$ cat src/common/icache_pkg.sv
package icache_pkg;

    // ########################################################################
    // Widths that carry a meaning
    // ########################################################################

    typedef logic [31:0] word_t;    // One instruction or one memory word.
    typedef logic [31:0] addr_t;    // Byte address, bits 1..0 are ignored.

    // ########################################################################
    // Default geometry
    // ########################################################################

    localparam int DEF_WAYS       = 4;
    localparam int DEF_SETS       = 16;
    localparam int DEF_LINE_WORDS = 4;

    // ########################################################################
    // Control and stage payloads
    // ########################################################################

    typedef enum logic [2:0] {
        IDLE,
        LOOKUP,
        MISS_REQ,       // Raise mem_req for the next word of the line.
        MISS_WAIT,      // Wait for mem_ack to rise and then to fall.
        RESPOND,
        FENCE
    } cache_state_t;

    // Tag, index and offset are sliced from the address by the geometry.
    typedef struct packed {
        addr_t addr;
    } fetch_req_t;

    // Registered lookup result; the hit way travels on its own port.
    typedef struct packed {
        logic  hit;
        word_t data;
        addr_t addr;
    } lookup_t;

endpackage

$ cat src/icache/icache_decode.sv
module icache_decode import icache_pkg::*; #(
    parameter int sets       = DEF_SETS,
    parameter int line_words = DEF_LINE_WORDS,
    localparam int idx_w     = $clog2(sets),
    localparam int off_w     = $clog2(line_words)
) (
    input  logic             clk,
    input  logic             rst,
    input  addr_t            fetch_addr,
    input  logic             accept,
    output fetch_req_t       req,
    output logic [idx_w-1:0] index,
    output logic [off_w-1:0] offset
);
    localparam int idx_lsb = off_w + 2;

    // ########################################################################
    // Request register
    // ########################################################################

    always_ff @(posedge clk or posedge rst) begin
        if (rst) begin
            req <= '0;
        end else if (accept) begin
            req.addr <= fetch_addr;
        end
    end

    // ########################################################################
    // Address fields
    // ########################################################################

    // On the accept cycle the arrays read with the incoming index, so the
    // read data lines up with the stored request one edge later.
    always_comb begin
        if (accept) begin
            index = fetch_addr[idx_lsb+idx_w-1:idx_lsb];
        end else begin
            index = req.addr[idx_lsb+idx_w-1:idx_lsb];
        end
    end

    assign offset = req.addr[idx_lsb-1:2];  // Word within the line.

endmodule

$ cat config.mk
export PLATFORM = sky130hd
export DESIGN_NAME = icache_decode
export DESIGN_NICKNAME = d
export VERILOG_FILES = /design/src/common/icache_pkg.sv /design/src/icache/icache_decode.sv
export SDC_FILE = /design/constraint.sdc
export NUM_CORES = 1
export LEC_CHECK = 0
export ABC_AREA = 1
export BUFFER_PORTS_ARGS = -buffer_cell sky130_fd_sc_hd__buf_2
export CAP_MARGIN = 10
export CORE_UTILIZATION = 46
export DETAILED_ROUTE_END_ITERATION = 10
export GPL_ROUTABILITY_DRIVEN = 0
export PLACE_DENSITY = 0.89
export SYNTH_ARGS = -nofsm -noshare
export SYNTH_HDL_FRONTEND = slang
export SYNTH_SLANG_ARGS = --single-unit
$ cat constraint.sdc
create_clock -name clk -period 2.5 [get_ports clk]
set_clock_uncertainty 0.15 [all_clocks]
set_input_delay 0.25 -clock clk [delete_from_list [all_inputs] [get_ports clk]]
set_output_delay 0.25 -clock clk [all_outputs]
set_load 0.005 [all_outputs]
==> out/results.txt <==
The number of buffers created by CTS is 5, and the final routed wirelength across all metal layers is 3270 microns. Based on the critical path, the design can be clocked at up to 645 MHz. Entering global routing, the biggest net connects 33 pins. For the worst-skew pair, the clock arrives at the later sink with an insertion delay of 0.31 ns. After layout, the worst setup slack is 0.949 ns.

The residual DRC count was 0. The count of endpoints failing hold in the final timing report was 0. Of the synthesized area, sequential elements account for 61.1%.

In this run the number of H-tree levels came out at 2. The count of nets after finishing was 278. The initial DRC count came out at 52.

The run gives 274 as the number of standard cells in the layout, taps in and fillers out. Counting every sink on the clock net gives 32. The flow ran to the end, and the final reports show no timing, DRC or antenna violations.

Together, buffers and inverters on the worst path number 3. When the netlist entered floorplanning its net count stood at 174. The floorplan step set the die height to 55.4 microns. The final count of pins violating max slew is 0, and the time the worst path needs with I/O delays and setup is 1.55 ns. The run gives 50.6% as the initial standard-cell utilization of the core. Path class of the lowest-slack min-delay path: input port to flip-flop.

The gate count of the mapped netlist was 139. The tools report the arrival time of data at the critical path endpoint as 1.15 ns. The number of placement rows is 18. The type of the worst setup path was input port to output pin.

Headroom to the max-slew limit came out at 70.0%. CTS placed an instance of clkbuf_4 at the clock tree root. The number of warnings reported in the yosys synthesis log is 0.

Setup repair after global routing left no endpoint under its margin. 0 antenna diodes ended up in the layout. The tools report the via count of the first global-routing pass as 1251. The count of cells along the worst hold path came out at 3. Prior to clock tree synthesis, the placed netlist has a worst setup slack of 1.02 ns. Dividing the detail-routed via count by the number of cells gives 4.56.

For this run, the slowest stage of the critical path takes 0.53 ns. In this run the remaining antenna-violating nets after routing total 0. The worst-path maximum fanout was 2. The run gives 3070 sq um as the floorplan die area. The core area is 2590 sq um, and the average wire length per cell after detail routing is 11.9 microns.

The die is 55.4 microns wide. A synthesized cell averages 9.43 sq um. From synthesis to final layout, the design area changed by 52.0%. Across the run, the number of max-cap violations was 0.

VDD sags by at most 0.000446 V. In this run the tool buffered the top-level ports with 72 buffer cells. The run gives 1890 microns as the placed wire-length estimate after detailed placement. The layout has 200 filler cells. In this design, the largest share of critical-path delay is due to buffers and inverters.

The number of logic stages on the critical path including buffering is 5. The run gives 4 as the first-pass iteration count of the detailed router. The total track usage is 23.1%, and the measured slew at the worst slew-check pin is 0.449 ns. For this run the aggregate overflow at the end of global routing stands at 0. The maximum buffer depth of the clock tree came out at 2. The top-level I/O count was 73. TritonCTS built the clock tree. The area of the mapped netlist was 1310 sq um.

The fraction of final layout cells with drive strength greater than 1 is 37.3%. The static leakage is 1.16 nW, and the total power divided by cell area is 547 nW/um^2. The wire length of the first global-routing pass is 5530 microns, and the final standard cell utilization of the core is 77.0%. The run gives 0 ns as the final total negative setup slack.

Counting flops per register, the top entry is req. STA classifies the critical path startpoint as an input port. The initial antenna violation count was 0.

Traced cell by cell, the critical path runs through dlygate4sd3_1 > buf_2 > nand2_1 > nand2_1 > buf_2. The flip-flop and latch count after synthesis is 32, and the flip-flop count of the largest register, all copies and words added is 32. The worst setup path is captured at an output pin. After clock tree synthesis, the clock-pin slew on the worst setup and hold paths is 0.09 ns. For the number of cells after detailed placement, the log shows 234. For the number of vias in the routed layout, the log shows 1250. The required time at the worst-slack endpoint was 2.10 ns; the final period utilization was 62.1%. The count of endpoints failing setup in the final report is 0. The post-synthesis cell type count is 9.

The slowest stage of the critical path is the dlygate4sd3_1 cell. The largest registers in the layout are req: 32 flops. The worst register-to-register path has a depth of 2.
[routing by layer]
metal / global-route usage [%] / part of all wire, % / up-vias / wire length, microns
met3: 5.85 / 6.2 / 3 / 204
met4: 6.43 / 0.64 / 0 / 21
met2: 44.4 / 55 / 59 / 1790
met1: 24.7 / 38 / 570 / 1250
li1: - / - / 618 / -
met5: 0 / 0 / - / 0
[worst paths after layout]
check,from,to,slack (ns)
max in group asynchronous,rst,req[3]$_DFFE_PP0P_,1.26
min in group asynchronous,rst,req[11]$_DFFE_PP0P_,0.32
max reg2reg,req[6]$_DFFE_PP0P_,req[6]$_DFFE_PP0P_,1.70
min reg2reg,req[23]$_DFFE_PP0P_,req[23]$_DFFE_PP0P_,0.33
min,fetch_addr[6],req[6]$_DFFE_PP0P_,0.03
max,fetch_addr[7],index[3],0.95
[cells by family (layout without fill, tap and decap cells)]
family | Yosys count | count (layout) | synth area share (%)
flip-flops | 32 | 32 | 61.1
AND/OR/NAND/NOR | 96 | 96 | 29.4
buffers and inverters | 11 | 116 | 9.54
[synth_stat cells, drive strengths merged]
cell	number	share of area, %
nand2	96	29
dfrtp	32	61
inv	2	1.1
buf	6	5.2
clkbuf	3	3.1
[final cells by class]
type	count	area [sq um]	share of cell area [%]
Inverter	2	15.0	0.753
Timing Repair Buffer	106	696	34.9
Clock buffer	8	58.8	2.95
Tap cell	30	37.5	1.88
Multi-Input combinational cell	96	385	19.3
Sequential cell	32	801	40.2
[tightest hold or removal path, cell delays in order]
cell and delay (ns):
buf_2 0.08, nand2_1 0.04, nand2_1 0.08
[placed cells by master, fill, tap and decap left out]
cell,netlist,layout
clkbuf_8,3,1
inv_8,1,1
dfrtp_1,32,32
inv_1,1,1
dlygate4sd3_1,0,32
nand2_2,10,10
clkbuf_1,0,2
buf_2,0,72
buf_4,2,2
clkbuf_4,0,5
nand2_1,86,86
[stage by stage]
step / power (mW) / instance area [sq um] / hold WS [ns]
final: 1.09 / 1990 / 0.0319
after global routing: 1.16 / 1990 / 0.0154
after CTS: 1.10 / 1990 / 0.0144
after detailed placement: 0.766 / 1610 / 0.108
after global placement: 0.760 / 1610 / 0.101
after floorplan: 0.688 / 1310 / 0.212
[power by group]
| part | switching, mW | leakage, nW | internal, mW |
|---|---|---|---|
| Sequential | 0.0277 | 0.390 | 0.563 |
| Clock | 0.155 | 0.0326 | 0.139 |
| Combinational | 0.0946 | 0.733 | 0.111 |
| Total | 0.277 | 1.16 | 0.813 |
[what timing repair did]
item / CTS / global route
buffers inserted: 0 / 0
hold endpoints to repair: 41 / 0
hold buffers: 32 / 0
resized for setup: 0 / 0
Power figures use the tool's default switching activity.
