File: config.mk
export PLATFORM = sky130hd
export DESIGN_NAME = plru_tree
export DESIGN_NICKNAME = d
export VERILOG_FILES = /design/src/common/icache_pkg.sv /design/src/logic/plru_tree.sv
export SDC_FILE = /design/constraint.sdc
export NUM_CORES = 1
export LEC_CHECK = 0
export CORE_UTILIZATION = 50
export DETAILED_ROUTE_END_ITERATION = 16
export DONT_BUFFER_PORTS = 1
export GPL_TIMING_DRIVEN = 0
export HOLD_SLACK_MARGIN = 0.06
export PLACE_DENSITY_LB_ADDON = 0.2
export SLEW_MARGIN = 40
export SYNTH_ARGS = -nofsm -noshare
export SYNTH_HDL_FRONTEND = slang
export SYNTH_SLANG_ARGS = --single-unit
File: constraint.sdc
create_clock -name clk -period 4.8 [get_ports clk]
set_clock_uncertainty 0.05 [all_clocks]
set_input_delay 1.44 -clock clk [delete_from_list [all_inputs] [get_ports clk]]
set_output_delay 1.44 -clock clk [all_outputs]
set_load 0.1 [all_outputs]
File: src/common/icache_pkg.sv
package icache_pkg;

    // ########################################################################
    // Widths that carry a meaning
    // ########################################################################

    typedef logic [31:0] word_t;    // One instruction or one memory word.
    typedef logic [31:0] addr_t;    // Byte address, bits 1..0 are ignored.

    // ########################################################################
    // Default geometry
    // ########################################################################

    localparam int DEF_WAYS       = 4;
    localparam int DEF_SETS       = 16;
    localparam int DEF_LINE_WORDS = 4;

    // ########################################################################
    // Control and stage payloads
    // ########################################################################

    typedef enum logic [2:0] {
        IDLE,
        LOOKUP,
        MISS_REQ,       // Raise mem_req for the next word of the line.
        MISS_WAIT,      // Wait for mem_ack to rise and then to fall.
        RESPOND,
        FENCE
    } cache_state_t;

    // Tag, index and offset are sliced from the address by the geometry.
    typedef struct packed {
        addr_t addr;
    } fetch_req_t;

    // Registered lookup result; the hit way travels on its own port.
    typedef struct packed {
        logic  hit;
        word_t data;
        addr_t addr;
    } lookup_t;

endpackage

File: src/logic/plru_tree.sv
module plru_tree import icache_pkg::*; #(
    parameter int ways   = DEF_WAYS,
    parameter int sets   = DEF_SETS,
    localparam int way_w = $clog2(ways),
    localparam int idx_w = $clog2(sets)
) (
    input  logic             clk,
    input  logic             rst,
    input  logic             touch,
    input  logic [way_w-1:0] way,
    input  logic [idx_w-1:0] index,
    output logic [way_w-1:0] victim
);
    // Node n has children 2n+1 and 2n+2; a bit of 1 points to the right.
    logic [ways-2:0] tree [sets];
    logic [ways-2:0] tree_next;

    // Follow the bits from the root down to a leaf.
    always_comb begin
        int node;
        node   = 0;
        victim = '0;
        for (int l = 0; l < way_w; l++) begin
            victim[way_w-1-l] = tree[index][node];
            node = 2 * node + 1 + int'(tree[index][node]);
        end
    end

    // Every node on the path of the used way points to the other half.
    always_comb begin
        int node;
        node      = 0;
        tree_next = tree[index];
        for (int l = 0; l < way_w; l++) begin
            tree_next[node] = ~way[way_w-1-l];
            node = 2 * node + 1 + int'(way[way_w-1-l]);
        end
    end

    always_ff @(posedge clk or posedge rst) begin
        if (rst) begin
            for (int s = 0; s < sets; s++) begin
                tree[s] <= '0;
            end
        end else if (touch) begin
            tree[index] <= tree_next;
        end
    end

endmodule

==> impl_metrics.py <==
metrics = {
    "global_routing": {
        "grt_pass1_vias": 1691,
        "grt_max_degree": 26,
        "grt_use_total_pct": 22.2,
        "use_met1_pct": 31.9,
        "antenna_found_initial": 0,
        "met3_usage_pct": 4.47,
        "gr-usage-met2_pct": 33.8,
        "grt_pass1_wl_mm": 8.38,
        "busiest_layer": "met2",
        "globalRouteOverflowTotal": 0,
    },
    "logic_synthesis": {
        "yosys-top-cells-area": "dfrtp_1 (51%), nor2_1 (7.6%), mux2i_1 (6.9%), mux4_2 (4.8%), a21oi_1 (4.7%)",
        "synth_cell_type_count": 28,
        "yosysMostFrequentCell": "dfrtp_1",
        "synth_edf_count": 0,
        "ys_seq_area_share_pct": 51.4,
        "synthFlopType": "dfrtp_1",
        "synth_top_area_share_pct": 51.4,
        "yosysTopAreaCell": "dfrtp_1",
        "async_reset_ff_share_pct": 100,
        "ys_ff_latch": 48,
        "mappedNetlistArea_um2": 2340,
        "yosys_warnings": 0,
        "synth_cells": 223,
        "synth_common_cells": "dfrtp_1 (48), nor2_1 (47), a21oi_1 (22), a31oi_1 (16), mux2i_1 (16)",
        "syn_area_per_cell_um2": 10.5,
        "syn_nets": 232,
    },
    "timing": {
        "fin_setup_tns_ns": -0.162,
        "setup_viol": 1,
        "worst_slew_pin_slew_ns": 0.701,
        "finalCriticalPeriod_ns": 4.96,
        "maxSlewViolCount": 0,
        "layout_setup_ws_ns": -0.162,
        "fmax_mhz": 202,
        "relSlewSlack_pct": 52.9,
        "whs_ns": 0.440,
        "finalCritPeriodShare_pct": 103,
        "hold_viol": 0,
        "rsz0062_at_grt": "yes",
    },
    "clocking": {
        "clk_path_buf_depth": 2,
        "cts_max_level": 2,
        "numCtsBuffers": 5,
        "cts-hold-fix-buffers": 0,
        "cts_num_sinks": 48,
        "cts_tree": "yes",
        "cts_root_buf": "clkbuf_8",
        "cts.clk_slew.worst_paths_ns": 0.09,
        "clk_latency_ns": 0.30,
    },
    "placement": {
        "post-place-ws_ns": -0.231,
        "hpwl_mm": 3.73,
        "portBuffers": 0,
        "dpl_cell_area_um2": 2450,
        "globalplace.congestion": 0.812,
    },
    "critical_path": {
        "path_delay_family": "multiplexers",
        "cpPeakStageDelay_ns": 0.79,
        "critPathKind": "in -> out",
        "path_max_fanout": 5,
        "path_buf_inv": 2,
        "arrival_ns": 3.47,
        "worstPathCellList": "buf_12 -> mux4_2 -> mux4_2 -> nand4bb_1 -> nand4_1 -> clkbuf_16",
        "cp.required_ns": 3.31,
        "crit_path_top_delay_cell": "mux4_2",
        "worstSetupEndpointType": "output pin",
        "cp-start-kind": "input port",
        "critical_path.most_common_cell": "mux4_2",
    },
    "final_layout": {
        "drive_above_1_share_pct": 14.2,
        "regMostFlops": "tree",
        "largest_registers": "tree: 48 flops",
        "antenna_cells": 0,
        "final_core_util_pct": 57.8,
        "finalNetCount": 241,
        "finalInstanceArea_um2": 2550,
        "syn_to_final_growth_pct": 9.21,
        "regArea_um2": 1200,
        "largest_reg_flops": 48,
        "multiInputGateArea_um2": 1060,
        "fillers": 366,
    },
    "floorplanning": {
        "fp.dieArea_um2": 4950,
        "die_width_um": 70.4,
        "core-area_um2": 4410,
        "ios": 11,
        "die_h_um": 70.4,
        "row_count": 24,
        "initial_core_util_pct": 52.9,
    },
    "drt": {
        "drt-initial-drc-count": 118,
        "wl_per_cell_um": 17.4,
        "ant_nets": 0,
        "via_per_inst": 6.00,
        "drt_wl_total_mm": 4.96,
        "dr.pass1.iters": 4,
        "routed-via-count": 1709,
        "drcViolationCount": 0,
    },
    "run": {
        "maxCapViolations": 0,
    },
    "power_and_ir_drop": {
        "power_density_nw_per_um2": 425,
        "ir_drop_mv": 0.279,
        "leakage_nw": 1.05,
    },
    "status": {
        "violations": "setup timing",
        "outcome": "complete, but fails checks",
    },
    "hold_path": {
        "holdCritPathClass": "reg -> reg",
    },
}
metal layers:
metal | share of wire [%] | routed length [µm]
met3 | 5.5 | 274
met2 | 45 | 2250
met1 | 48 | 2370
met5 | 0 | 0
met4 | 1.4 | 69
final timing paths:
check                          from         to  slack, ns  cells past startpoint
max reg2reg                tree[14]   tree[32]       2.97                      5
min                        tree[17]   tree[17]       0.44                      2
max in group asynchronous       rst   tree[24]       3.36                      2
max                        index[0]  victim[0]      -0.16                      6
min in group asynchronous       rst    tree[2]       0.92                      1
min reg2reg                tree[17]   tree[17]       0.44                      2
logic make-up (layout without fill, tap and decap cells):
logic type / Yosys count / count (layout) / share of synthesized area, %
flip-flops: 48 / 48 / 51.4
AO/OA/AOI/OAI: 54 / 54 / 14.2
multiplexers: 25 / 25 / 13.6
AND/OR/NAND/NOR: 83 / 83 / 17.4
buffers and inverters: 13 / 23 / 3.37
cells in the final DEF (no fill, tap or decap), drive strengths merged:
cell type / Yosys / routed
and2: 1 / 1
clkinvlp: 0 / 1
mux4: 5 / 5
nand2b: 3 / 3
a41oi: 2 / 2
mux2: 4 / 4
a22oi: 8 / 8
nor4: 2 / 2
nor2b: 3 / 3
nand4bb: 1 / 1
a21oi: 22 / 22
a31oi: 16 / 16
nand3: 3 / 3
nor3: 7 / 7
nand4b: 1 / 1
clkbuf: 3 / 11
nand2: 8 / 8
dfrtp: 48 / 48
mux2i: 16 / 16
o21ai: 6 / 6
inv: 3 / 3
nand4: 6 / 6
nor2: 47 / 47
buf: 7 / 8
nand3b: 1 / 1
cell type report:
type                    instances  share of cell area (%)
flip-flops and latches         48                    47.1
multi-input cells             162                    41.4
clock buffers                   7                    3.38
plain buffers                  10                    2.99
well taps                      52                    2.55
repair buffers                  2                    1.77
inverters                       3                   0.539
clock inverters                 1                   0.294
power by group:
group,leakage (nW),total (mW),switching (mW),internal [mW]
Clock,0.0445,0.247,0.130,0.117
Combinational,0.439,0.288,0.166,0.123
Sequential,0.565,0.549,0.0481,0.501
per-stage QoR:
step / instances / total power [mW]
after floorplan: 223 / 0.776
after global placement: 275 / 0.822
after detailed placement: 277 / 0.852
after CTS: 285 / 1.10
after global routing: 285 / 1.14
final: 285 / 1.08
worst register-to-register path: stages (launching register included):
cell and delay, ns:
dfrtp_1 0.38, mux2i_1 0.23, a22oi_1 0.17, a41oi_2 0.40, buf_2 0.33, a31oi_1 0.12
timing repair:
action | CTS | global route
resized for setup | 2 | 1
setup endpoints to repair | 1 | 1
pin swaps | 2 | 0
buffers inserted | 0 | 0
cloned | 0 | 0
Note: power is estimated with default switching activity, not from simulation.
