$ cat src/common/icache_pkg.sv
package icache_pkg;

    // ########################################################################
    // Widths that carry a meaning
    // ########################################################################

    typedef logic [31:0] word_t;    // One instruction or one memory word.
    typedef logic [31:0] addr_t;    // Byte address, bits 1..0 are ignored.

    // ########################################################################
    // Default geometry
    // ########################################################################

    localparam int DEF_WAYS       = 4;
    localparam int DEF_SETS       = 16;
    localparam int DEF_LINE_WORDS = 4;

    // ########################################################################
    // Control and stage payloads
    // ########################################################################

    typedef enum logic [2:0] {
        IDLE,
        LOOKUP,
        MISS_REQ,       // Raise mem_req for the next word of the line.
        MISS_WAIT,      // Wait for mem_ack to rise and then to fall.
        RESPOND,
        FENCE
    } cache_state_t;

    // Tag, index and offset are sliced from the address by the geometry.
    typedef struct packed {
        addr_t addr;
    } fetch_req_t;

    // Registered lookup result; the hit way travels on its own port.
    typedef struct packed {
        logic  hit;
        word_t data;
        addr_t addr;
    } lookup_t;

endpackage

$ cat src/icache/icache_result.sv
module icache_result import icache_pkg::*; #(
    parameter int ways       = DEF_WAYS,
    parameter int sets       = DEF_SETS,
    parameter int line_words = DEF_LINE_WORDS,
    localparam int way_w     = $clog2(ways),
    localparam int idx_w     = $clog2(sets),
    localparam int off_w     = $clog2(line_words)
) (
    input  logic                   clk,
    input  logic                   rst,
    input  logic                   fetch_req,
    output logic                   fetch_ack,
    output word_t                  fetch_data,
    input  logic                   fence_req,
    output logic                   fence_ack,
    output logic                   mem_req,
    output addr_t                  mem_addr,
    input  logic                   mem_ack,
    input  word_t                  mem_data,
    output logic                   accept,
    input  fetch_req_t             req,
    input  logic                   hit,
    input  logic [way_w-1:0]       hit_way,
    input  word_t                  rdata,
    input  logic [way_w-1:0]       victim,
    output logic                   plru_touch,
    output logic [way_w-1:0]       plru_way,
    output logic [idx_w-1:0]       plru_index,
    output logic                   fill_en,
    output logic [ways-1:0]        fill_way,
    output logic [idx_w-1:0]       fill_index,
    output word_t [line_words-1:0] fill_line,
    output logic                   inval_en,
    output logic [idx_w-1:0]       inval_index
);
    localparam int idx_lsb = off_w + 2;
    localparam int sweep_w = idx_w + 2;

    cache_state_t           state;
    logic [off_w-1:0]       word_cnt;
    logic [sweep_w-1:0]     sweep_cnt;
    logic                   last_word;
    logic [idx_w-1:0]       req_index;
    lookup_t                lk;
    word_t [line_words-1:0] line_buf;

    assign req_index = req.addr[idx_lsb+idx_w-1:idx_lsb];
    assign last_word = word_cnt == off_w'(line_words - 1);
    assign accept    = state == IDLE && fetch_req;

    // ########################################################################
    // Control FSM
    // ########################################################################

    always_ff @(posedge clk or posedge rst) begin
        if (rst) begin
            state     <= IDLE;
            fetch_ack <= 1'b0;
            fence_ack <= 1'b0;
            mem_req   <= 1'b0;
            word_cnt  <= '0;
            sweep_cnt <= '0;
        end else begin
            unique case (state)
                IDLE: begin
                    if (fetch_req) begin
                        state <= LOOKUP;            // Fetch wins over fence.
                    end else if (fence_req) begin
                        sweep_cnt <= '0;
                        state     <= FENCE;
                    end
                end
                LOOKUP: begin
                    word_cnt <= '0;
                    state    <= hit ? RESPOND : MISS_REQ;
                end
                MISS_REQ: begin
                    mem_req <= 1'b1;
                    state   <= MISS_WAIT;
                end
                MISS_WAIT: begin
                    if (mem_req && mem_ack) begin
                        mem_req <= 1'b0;
                    end else if (!mem_req && !mem_ack) begin
                        if (last_word) begin
                            state <= RESPOND;       // Line is written this cycle.
                        end else begin
                            word_cnt <= word_cnt + 1'b1;
                            state    <= MISS_REQ;
                        end
                    end
                end
                RESPOND: begin
                    if (!fetch_ack) begin
                        fetch_ack <= 1'b1;
                    end else if (!fetch_req) begin
                        fetch_ack <= 1'b0;
                        state     <= IDLE;
                    end
                end
                FENCE: begin
                    // Sets are cleared first, then one spare cycle before the ack.
                    if (!fence_ack) begin
                        sweep_cnt <= sweep_cnt + 1'b1;
                        if (sweep_cnt == sweep_w'(sets + 1)) begin
                            fence_ack <= 1'b1;
                        end
                    end else if (!fence_req) begin
                        fence_ack <= 1'b0;
                        state     <= IDLE;
                    end
                end
                default: state <= IDLE;
            endcase
        end
    end

    // ########################################################################
    // Lookup register and refill buffer
    // ########################################################################

    always_ff @(posedge clk) begin
        if (state == LOOKUP) begin
            lk <= '{hit: hit, data: rdata, addr: req.addr};
        end
        if (state == MISS_WAIT && mem_req && mem_ack) begin
            line_buf[word_cnt] <= mem_data;
        end
    end

    assign fetch_data = lk.hit ? lk.data : line_buf[lk.addr[idx_lsb-1:2]];
    assign mem_addr   = {lk.addr[31:idx_lsb], word_cnt, 2'b00};

    // ########################################################################
    // Array and PLRU control
    // ########################################################################

    assign fill_en     = state == MISS_WAIT && !mem_req && !mem_ack && last_word;
    assign fill_way    = {{(ways-1){1'b0}}, 1'b1} << victim;
    assign fill_index  = req_index;
    assign fill_line   = line_buf;

    assign inval_en    = state == FENCE && sweep_cnt < sweep_w'(sets);
    assign inval_index = sweep_cnt[idx_w-1:0];

    assign plru_touch  = (state == LOOKUP && hit) || fill_en;
    assign plru_way    = fill_en ? victim : hit_way;
    assign plru_index  = req_index;

endmodule

$ cat config.mk
export PLATFORM = sky130hd
export DESIGN_NAME = icache_result
export DESIGN_NICKNAME = d
export VERILOG_FILES = /design/src/common/icache_pkg.sv /design/src/icache/icache_result.sv
export SDC_FILE = /design/constraint.sdc
export NUM_CORES = 1
export LEC_CHECK = 0
export BUFFER_PORTS_ARGS = -buffer_cell sky130_fd_sc_hd__buf_4
export CAP_MARGIN = 20
export CORE_MARGIN = 2
export CORE_UTILIZATION = 44
export DETAILED_ROUTE_END_ITERATION = 6
export GPL_TIMING_DRIVEN = 0
export PLACE_DENSITY = 0.79
export SETUP_SLACK_MARGIN = 0.05
export SLEW_MARGIN = 40
export SYNTH_ARGS = -nofsm -noshare
export SYNTH_HDL_FRONTEND = slang
export SYNTH_SLANG_ARGS = --single-unit
export TNS_END_PERCENT = 1
$ cat constraint.sdc
create_clock -name clk -period 4.85 [get_ports clk]
set_input_delay 0.97 -clock clk [delete_from_list [all_inputs] [get_ports clk]]
set_output_delay 0.97 -clock clk [all_outputs]
set_load 0.1 [all_outputs]
==> results of run 1 <==
## cell families (layout without fill, tap and decap cells)
kind of cell	count (synthesis)	in the layout	synth area share
buf+inv	64	422	0.0512
other cells	1	2	0.000459
simple gates	51	51	0.0345
fa+ha+maj	6	6	0.00920
mux	69	69	0.139
compound gates	25	25	0.0199
flops	205	205	0.745
## stage by stage
step / util / total power [mW] / setup slack (ps) / setup TNS (ps) / cell area [sq um]
2_1_floorplan: - / 4.91 / -137 / -137 / 8170
3_3_place_gp: 0.600 / 5.54 / -129 / -129 / 10800
3_5_place_dp: 0.606 / 5.64 / 1600 / 0 / 11000
4_1_cts: 0.638 / 7.06 / 1280 / 0 / 11500
5_1_grt: 0.638 / 7.23 / 1210 / 0 / 11500
6_report: 0.638 / 7.01 / 1360 / 0 / 11500
## flip-flops by register name (all words and copies together) (netlist names)
signal / count
word_cnt: 2
lk: 35
sweep_cnt: 6
fence_ack: 1
fill_line: 128
mem_req: 1
state: 3
mem_addr: 28
fetch_ack: 1
## Yosys cell counts (all sizes together), types with 2 or more instances
library cell / count
nand2: 11
o31ai: 3
o21ai: 10
inv: 7
a211o: 2
ha: 6
nor4b: 2
nand3: 4
nor2b: 4
mux2: 37
a21oi: 4
clkbuf: 7
mux4: 32
nor3: 5
edfxtp: 191
nand2b: 2
nor2: 12
and2: 5
dfrtp: 14
buf: 50
## power breakdown
part / switching, mW / leakage (nW) / internal, mW / total, mW
logic: 2.42 / 2.41 / 0.830 / 3.25
registers: 0.111 / 1.92 / 2.23 / 2.34
clock network: 0.628 / 0.286 / 0.795 / 1.42
total: 3.16 / 4.62 / 3.85 / 7.01
## worst max-delay path, delay by kind of cell, from the launching register on
kind / cells / cell delay [ps]
flops: 1 / 320
mux: 2 / 830
buf+inv: 3 / 870
## layout make-up
cell class | count | area, sq um | area share
sequential | 205 | 6090 | 0.527
timing repair buffer | 323 | 2480 | 0.215
multi-input combinational | 153 | 1680 | 0.146
clock buffer | 28 | 552 | 0.0478
buffer | 57 | 392 | 0.0339
tap | 229 | 287 | 0.0248
clock inverter | 7 | 33.8 | 0.00293
inverter | 7 | 26.3 | 0.00228
## metal layers
| layer | part of all wire | wire length (microns) | track usage | vias to the layer above |
|---|---|---|---|---|
| met4 | 0.026 | 567 | 0.0601 | 0 |
| met5 | 0 | 0 | 0 | - |
| met3 | 0.080 | 1760 | 0.0578 | 40 |
| li1 | - | - | - | 2311 |
| met2 | 0.54 | 11900 | 0.410 | 255 |
| met1 | 0.35 | 7820 | 0.232 | 2587 |
## path summary, 6_finish.rpt
| path | startpoint | depth (start not counted) | endpoint | slack, ps |
|---|---|---|---|---|
| setup / recovery | lk[2]$_DFFE_PN_ | 5 | fetch_data[11] | 1360 |
| hold / removal | rst | 2 | sweep_cnt[1]$_DFFE_PP0P_ | 530 |
| setup reg to reg | state[2]$_DFFE_PP0P_ | 4 | fill_line[27]$_DFFE_PP_ | 2580 |
| hold reg to reg | fetch_ack$_DFFE_PP0N_ | 1 | fetch_ack$_DFFE_PP0N_ | 560 |
| max in group asynchronous | rst | 2 | sweep_cnt[2]$_DFFE_PP0P_ | 3960 |
| min in group clk | fetch_ack$_DFFE_PP0N_ | 1 | fetch_ack$_DFFE_PP0N_ | 560 |
==> flow_metrics.tcl, run 1 <==
set metrics [dict create \
    wirelength_microns 22100 \
    cts_buffer_depth 3 \
    syn_area_sq_mm 0.00816 \
    synth-edff-count 191 \
    worstSetupPathType "flop to primary output" \
    grt-ovfl-total 0 \
    track_usage 0.215 \
    syn_avg_cell_area_sq_um 19.4 \
    clock_skew_ps 8.27 \
    antenna_found_initial 0 \
    final_common_cell "buf_4" \
    cpPeakStageDelay_ps 540 \
    clk_pin_slew_ps 60 \
    numCtsBuffers 21 \
    die_x_microns 140 \
    drt_iter0_drc 247 \
    period_needed_ps 3490 \
    worst_path_most_repeated_cell "buf_4" \
    fin_cells 1009 \
    cp_max_fo 10 \
    tightest_slew_ps 748 \
    place_congestion 0.830 \
    cts_hold_buf 0 \
    clkLatencyLatePin_ps 490 \
    outcome "finished clean" \
    ys.flop_type "edfxtp_1" \
    ant_nets 0 \
    cp_cell_sequence "clkbuf_1, buf_4, mux4_2, mux2_2, buf_4" \
    ys_seq_elements 205 \
    drc 0 \
    maxSlewViolCount 0 \
    yosys.area.top_type "edfxtp_1" \
    core_sq_mm 0.0181 \
    peakVddDrop_mv 0.522 \
    synth_top_area_frac 0.703 \
    routedWlPerCell_microns 21.9 \
    cp.required_ps 3880 \
    hold_viol_final 0 \
    drive_gt1_frac 0.605 \
    cts-root-buf "clkbuf_16" \
    synth-async-reset-ratio 0.0683 \
    yosysUniqueCellTypes 41 \
    io_pins 323 \
    fin_nets 880 \
    crit_path_start_kind "flop" \
    finalCritPeriodShare 0.719 \
    dp_hpwl_microns 15900 \
    fmax_ghz 0.287 \
    cts_setup_buffers 0 \
    rsz0062_at_grt "no" \
    setup_violations 0 \
    clock_sinks 205 \
    hold_path_class "input port to async pin" \
    netlist_top_cells_area "edfxtp_1 (70%), mux4_2 (8.8%), mux2_2 (5.0%)" \
    end_kind "primary output" \
    vias 5193 \
    h-tree-depth 1 \
    routed_via_density 5.15 \
    hold_ws_ps 531 \
    dr.pass1.iters 4 \
    drv_cap 0 \
    rows 49 \
    cts_resized 0 \
    grt_pass1_vias 5429 \
    synth.yosys.seq_area_share 0.745 \
    netlist_instances 421 \
    max_slew_margin 0.501 \
    die_h_microns 140 \
    yosys_warnings 0 \
    worstPathArrival_ps 2520 \
    cp_slowest_cell "mux4_2" \
    n_antenna_cell 0 \
    grt_max_degree 33 \
    total_leakage_power_nw 4.62 \
    n_fill_cell 1287 \
    area_delta_synth_final_pct 41.4 \
    initial_core_util 0.451 \
    p_per_area_mw_per_mm2 607 \
    place_inst 974 \
    final_cell_mix "buf_4 (363), edfxtp_1 (191), mux2_2 (36)" \
    grt_pass1_wl_microns 31800 \
    portBuffers 318 \
    fp.dieArea_sq_mm 0.0197 \
    cts_tree "yes" \
]
(Power assumes the default switching activity.)
==> run 2, diff against run 1 <==
--- a/config.mk
+++ b/config.mk
@@ -8,10 +8,10 @@
 export BUFFER_PORTS_ARGS = -buffer_cell sky130_fd_sc_hd__buf_4
 export CAP_MARGIN = 20
 export CORE_MARGIN = 2
-export CORE_UTILIZATION = 44
+export CORE_UTILIZATION = 49
 export DETAILED_ROUTE_END_ITERATION = 6
 export GPL_TIMING_DRIVEN = 0
-export PLACE_DENSITY = 0.79
+export PLACE_DENSITY = 0.84
 export SETUP_SLACK_MARGIN = 0.05
 export SLEW_MARGIN = 40
 export SYNTH_ARGS = -nofsm -noshare
==> constraint.sdc (replaced) <==
create_clock -name clk -period 3.55 [get_ports clk]
set_input_delay 0.71 -clock clk [delete_from_list [all_inputs] [get_ports clk]]
set_output_delay 0.71 -clock clk [all_outputs]
set_load 0.1 [all_outputs]
==> flow_metrics.tcl, run 2 (synthesized netlist as in run 1, its figures left out) <==
set metrics [dict create \
    cts_setup_buffers 0 \
    fmax_ghz 0.311 \
    place_inst 963 \
    routedWlPerCell_microns 22.2 \
    period_needed_ps 3210 \
    outcome "finished clean" \
    numCtsBuffers 22 \
    end_kind "primary output" \
    clkLatencyLatePin_ps 490 \
    wirelength_microns 22300 \
    area_delta_synth_final_pct 42.4 \
    grt-ovfl-total 0 \
    rows 47 \
    critical_path.top_delay_family "buffers and inverters" \
    tightest_slew_ps 764 \
    crit_path_start_kind "flop" \
    reg2reg_to "fill_line[30]$_DFFE_PP_" \
    clock_sinks 205 \
    cts-root-buf "clkbuf_16" \
    reg2reg_slack_ps 1300 \
    die_h_microns 133 \
    drive_gt1_frac 0.611 \
    max_slew_margin 0.490 \
    maxSlewViolCount 0 \
    fin_nets 879 \
    fp.dieArea_sq_mm 0.0177 \
    initial_core_util 0.498 \
    cp_cell_sequence "clkbuf_1, buf_4, mux4_2, mux2_2, buf_4" \
    hold_path_class "input port to async pin" \
    grt_pass1_wl_microns 32600 \
    cp_slowest_cell "mux4_2" \
    h-tree-depth 1 \
    swShare 0.441 \
    final_common_cell "buf_4" \
    track_usage 0.246 \
    setup_violations 0 \
    die_x_microns 133 \
    antenna_found_initial 1 \
    ff2ff_path_depth 4 \
    final_core_util 0.709 \
    hold_viol_final 0 \
    finalInstanceArea_sq_mm 0.0116 \
    seq_power_share 0.324 \
    peakVddDrop_mv 0.610 \
    grt_pass1_vias 5583 \
    drv_cap 0 \
    hold_ws_ps 262 \
    rsz0062_at_grt "no" \
    dr.pass1.iters 4 \
    cts_buffer_depth 3 \
    dp_hpwl_microns 15800 \
    grt_max_degree 33 \
    io_pins 323 \
    vias 5193 \
    power_mw 9.88 \
    worstPathArrival_ps 2500 \
    total_leakage_power_nw 4.66 \
    fin_tns_setup_ps 0 \
    dp_slack_ps 767 \
    placed_cell_area_sq_mm 0.0109 \
    post-route-worst-setup-slack_ps 337 \
    drc 0 \
    worst_path_most_repeated_cell "buf_4" \
    fin_cells 1003 \
    drt_iter0_drc 333 \
    crit_buf_inv 3 \
    final_cell_mix "buf_4 (363), edfxtp_1 (191), mux2_2 (36)" \
    ant_nets 0 \
    p_int_mw 5.52 \
    cts_hold_buf 0 \
    cts_tree "yes" \
    core_sq_mm 0.0164 \
    place_congestion 0.867 \
    comb_power_share 0.452 \
    power.net_switching_mw 4.36 \
    p_per_area_mw_per_mm2 850 \
    clk_pin_slew_ps 60 \
    routed_via_density 5.18 \
    clock_skew_ps 10.0 \
    cts_resized 0 \
    r2r_start "state[2]$_DFFE_PP0P_" \
    worstSetupPathType "flop to primary output" \
    cp.required_ps 2840 \
    finalCritPeriodShare 0.905 \
    cpPeakStageDelay_ps 550 \
    cp_max_fo 10 \
    clockPowerShare 0.224 \
    largest_register_ffs 128 \
    portBuffers 318 \
]
==> run 2: cell types whose count changed in the layout (fill, tap and decap cells not counted), moves of 2 or more <==
cell / delta
clkbuf_1: -3
buf_12: -2
bufinv_16: +2
clkbuf_16: +2
clkinv_2: +2
clkinvlp_4: +2
==> run 2: routing by layer <==
layer,up-vias,global-route usage,share of wire
met4,0,0.0783,0.027
li1,2308,-,-
met2,288,0.461,0.54
met1,2556,0.271,0.35
met5,-,0,0
met3,41,0.0640,0.083
==> run 2: layout make-up <==
cell class,instances,area [sq um]
Inverter,7,26.3
Multi-Input combinational cell,153,1690
Antenna cell,1,2.50
Fill cell,1041,4780
Tap cell,220,275
Buffer,57,392
Clock inverter,12,110
Timing Repair Buffer,321,2460
Clock buffer,27,591
Sequential cell,205,6090
==> run 2: how the worst max path moves through the flow <==
stage	depth (start not counted)	slack [ps]	from	end
2_1_floorplan	4	-600	word_cnt[0]$_DFFE_PP0P_	plru_way[0]
3_3_place_gp	5	-1080	state[2]$_DFFE_PP0P_	plru_touch
3_5_place_dp	5	770	lk[2]$_DFFE_PN_	fetch_data[23]
4_1_cts	5	260	lk[2]$_DFFE_PN_	fetch_data[23]
5_1_grt	5	210	lk[2]$_DFFE_PN_	fetch_data[6]
6_report	5	340	lk[2]$_DFFE_PN_	fetch_data[23]
==> run 2: power by group through the flow <==
stage	combinational, mW	sequential, mW	clock [mW]
2_1_floorplan	3.04	3.67	0
3_5_place_dp	4.48	3.25	0
3_3_place_gp	4.31	3.25	0
6_report	4.47	3.20	2.21
4_1_cts	4.49	3.20	2.25
5_1_grt	4.61	3.23	2.34
==> run 3, diff against run 2 <==
--- a/config.mk
+++ b/config.mk
@@ -13,7 +13,7 @@
 export GPL_TIMING_DRIVEN = 0
 export PLACE_DENSITY = 0.84
 export SETUP_SLACK_MARGIN = 0.05
-export SLEW_MARGIN = 40
+export SLEW_MARGIN = 20
 export SYNTH_ARGS = -nofsm -noshare
 export SYNTH_HDL_FRONTEND = slang
 export SYNTH_SLANG_ARGS = --single-unit
==> constraint.sdc (replaced) <==
create_clock -name clk -period 3.55 [get_ports clk]
set_input_delay 0.1775 -clock clk [delete_from_list [all_inputs] [get_ports clk]]
set_output_delay 0.1775 -clock clk [all_outputs]
set_load 0.1 [all_outputs]
==> flow_metrics.tcl, run 3 (synthesized netlist as in run 1, its figures left out) <==
set metrics [dict create \
    crit_path_start_kind "flop" \
    final_cell_mix "buf_4 (363), edfxtp_1 (191), dlygate4sd3_1 (97)" \
    crit_buf_inv 3 \
    cpPeakStageDelay_ps 550 \
    worstPathArrival_ps 2520 \
    drv_cap 0 \
    cts_tree "yes" \
    numCtsBuffers 22 \
    end_kind "primary output" \
    cts-root-buf "clkbuf_16" \
    drive_gt1_frac 0.546 \
    tightest_slew_ps 759 \
    drc 0 \
    clock_sinks 205 \
    ant_nets 0 \
    fin_tns_setup_ps 0 \
    p_per_area_mw_per_mm2 787 \
    final_common_cell "buf_4" \
    rsz0062_at_grt "no" \
    area_delta_synth_final_pct 55.0 \
    fmax_ghz 0.370 \
    peakVddDrop_mv 0.608 \
    total_leakage_power_nw 5.09 \
    cts_resized 0 \
    track_usage 0.283 \
    outcome "finished clean" \
    h-tree-depth 1 \
    routed_via_density 5.30 \
    initial_core_util 0.498 \
    grt_pass1_wl_microns 37400 \
    period_needed_ps 2700 \
    hold_viol_final 0 \
    cts_buffer_depth 3 \
    cts_setup_buffers 0 \
    setup_violations 0 \
    io_pins 323 \
    grt_pass1_vias 6244 \
    vias 5836 \
    met2_usage 0.523 \
    dp_hpwl_microns 16300 \
    cp_slowest_cell "mux4_2" \
    core_sq_mm 0.0164 \
    top_usage_layer "met2" \
    fin_nets 979 \
    antenna_found_initial 1 \
    cp.required_ps 3370 \
    die_x_microns 133 \
    dr.pass1.iters 5 \
    largest_register_ffs 128 \
    power_mw 9.96 \
    wirelength_microns 25500 \
    worst_path_most_repeated_cell "buf_4" \
    rows 47 \
    cts_hold_buf 97 \
    use_met3 0.0678 \
    place_congestion 0.867 \
    clk_pin_slew_ps 60 \
    grt-ovfl-total 0 \
    worstSetupPathType "flop to primary output" \
    cp_max_fo 10 \
    drt_iter0_drc 410 \
    clkLatencyLatePin_ps 490 \
    portBuffers 318 \
    hold_path_class "input port to flop" \
    fin_cells 1102 \
    maxSlewViolCount 0 \
    die_h_microns 133 \
    max_slew_margin 0.494 \
    grt_max_degree 31 \
    routedWlPerCell_microns 23.1 \
    finalCritPeriodShare 0.761 \
    critical_path.top_delay_family "buffers and inverters" \
    place_inst 966 \
    hold_ws_ps 33.7 \
    fp.dieArea_sq_mm 0.0177 \
    grt_util_met1 0.311 \
    cp_cell_sequence "clkbuf_1, buf_4, mux4_2, mux2_2, buf_4" \
    clock_skew_ps 9.90 \
]
run 3: metal layers:
| metal | routed length (microns) | share of wire |
|---|---|---|
| met2 | 13700 | 0.54 |
| met5 | 0 | 0 |
| met1 | 8950 | 0.35 |
| met3 | 1850 | 0.072 |
| met4 | 968 | 0.038 |
run 3: power breakdown:
part           internal [mW]  switching (mW)
sequential              3.05           0.166
combinational           1.20            3.37
clock                   1.28           0.908
total                   5.52            4.44
run 3: final timing paths:
kind | start | end | slack (ps) | cells past startpoint
worst max-delay path | lk[2]$_DFFE_PN_ | fetch_data[11] | 850 | 5
worst min-delay path | mem_ack | mem_req$_DFFE_PP0P_ | 30 | 4
worst max register to register | state[2]$_DFFE_PP0P_ | fill_line[22]$_DFFE_PP_ | 1260 | 5
worst min register to register | fetch_ack$_DFFE_PP0N_ | fetch_ack$_DFFE_PP0N_ | 550 | 1
max in group asynchronous | rst | fetch_ack$_DFFE_PP0N_ | 2870 | 3
min in group asynchronous | rst | sweep_cnt[2]$_DFFE_PP0P_ | 310 | 3
run 3: layout make-up:
class,instances,area [sq um]
Sequential cell,205,6090
Fill cell,895,3760
Timing Repair Buffer,421,3510
Multi-Input combinational cell,153,1680
Clock buffer,30,612
Buffer,57,392
Tap cell,220,275
Clock inverter,8,66.3
Inverter,7,26.3
Antenna cell,1,2.50
run 3: stage by stage:
step           cell area [sq um]   util  setup WS (ps)
2_1_floorplan               8180      -          -63.6
3_3_place_gp               10800  0.661           -551
3_5_place_dp               11000  0.670           1250
4_1_cts                    12600  0.771            785
5_1_grt                    12700  0.771            698
6_report                   12700  0.771            848
run 3: worst register-to-register path, stage by stage, from the launching register on:
cell and delay (ps):
dfrtp_1 430, nand2b_1 160, clkbuf_1 200, nor3_1 380, and2_2 560, buf_16 240
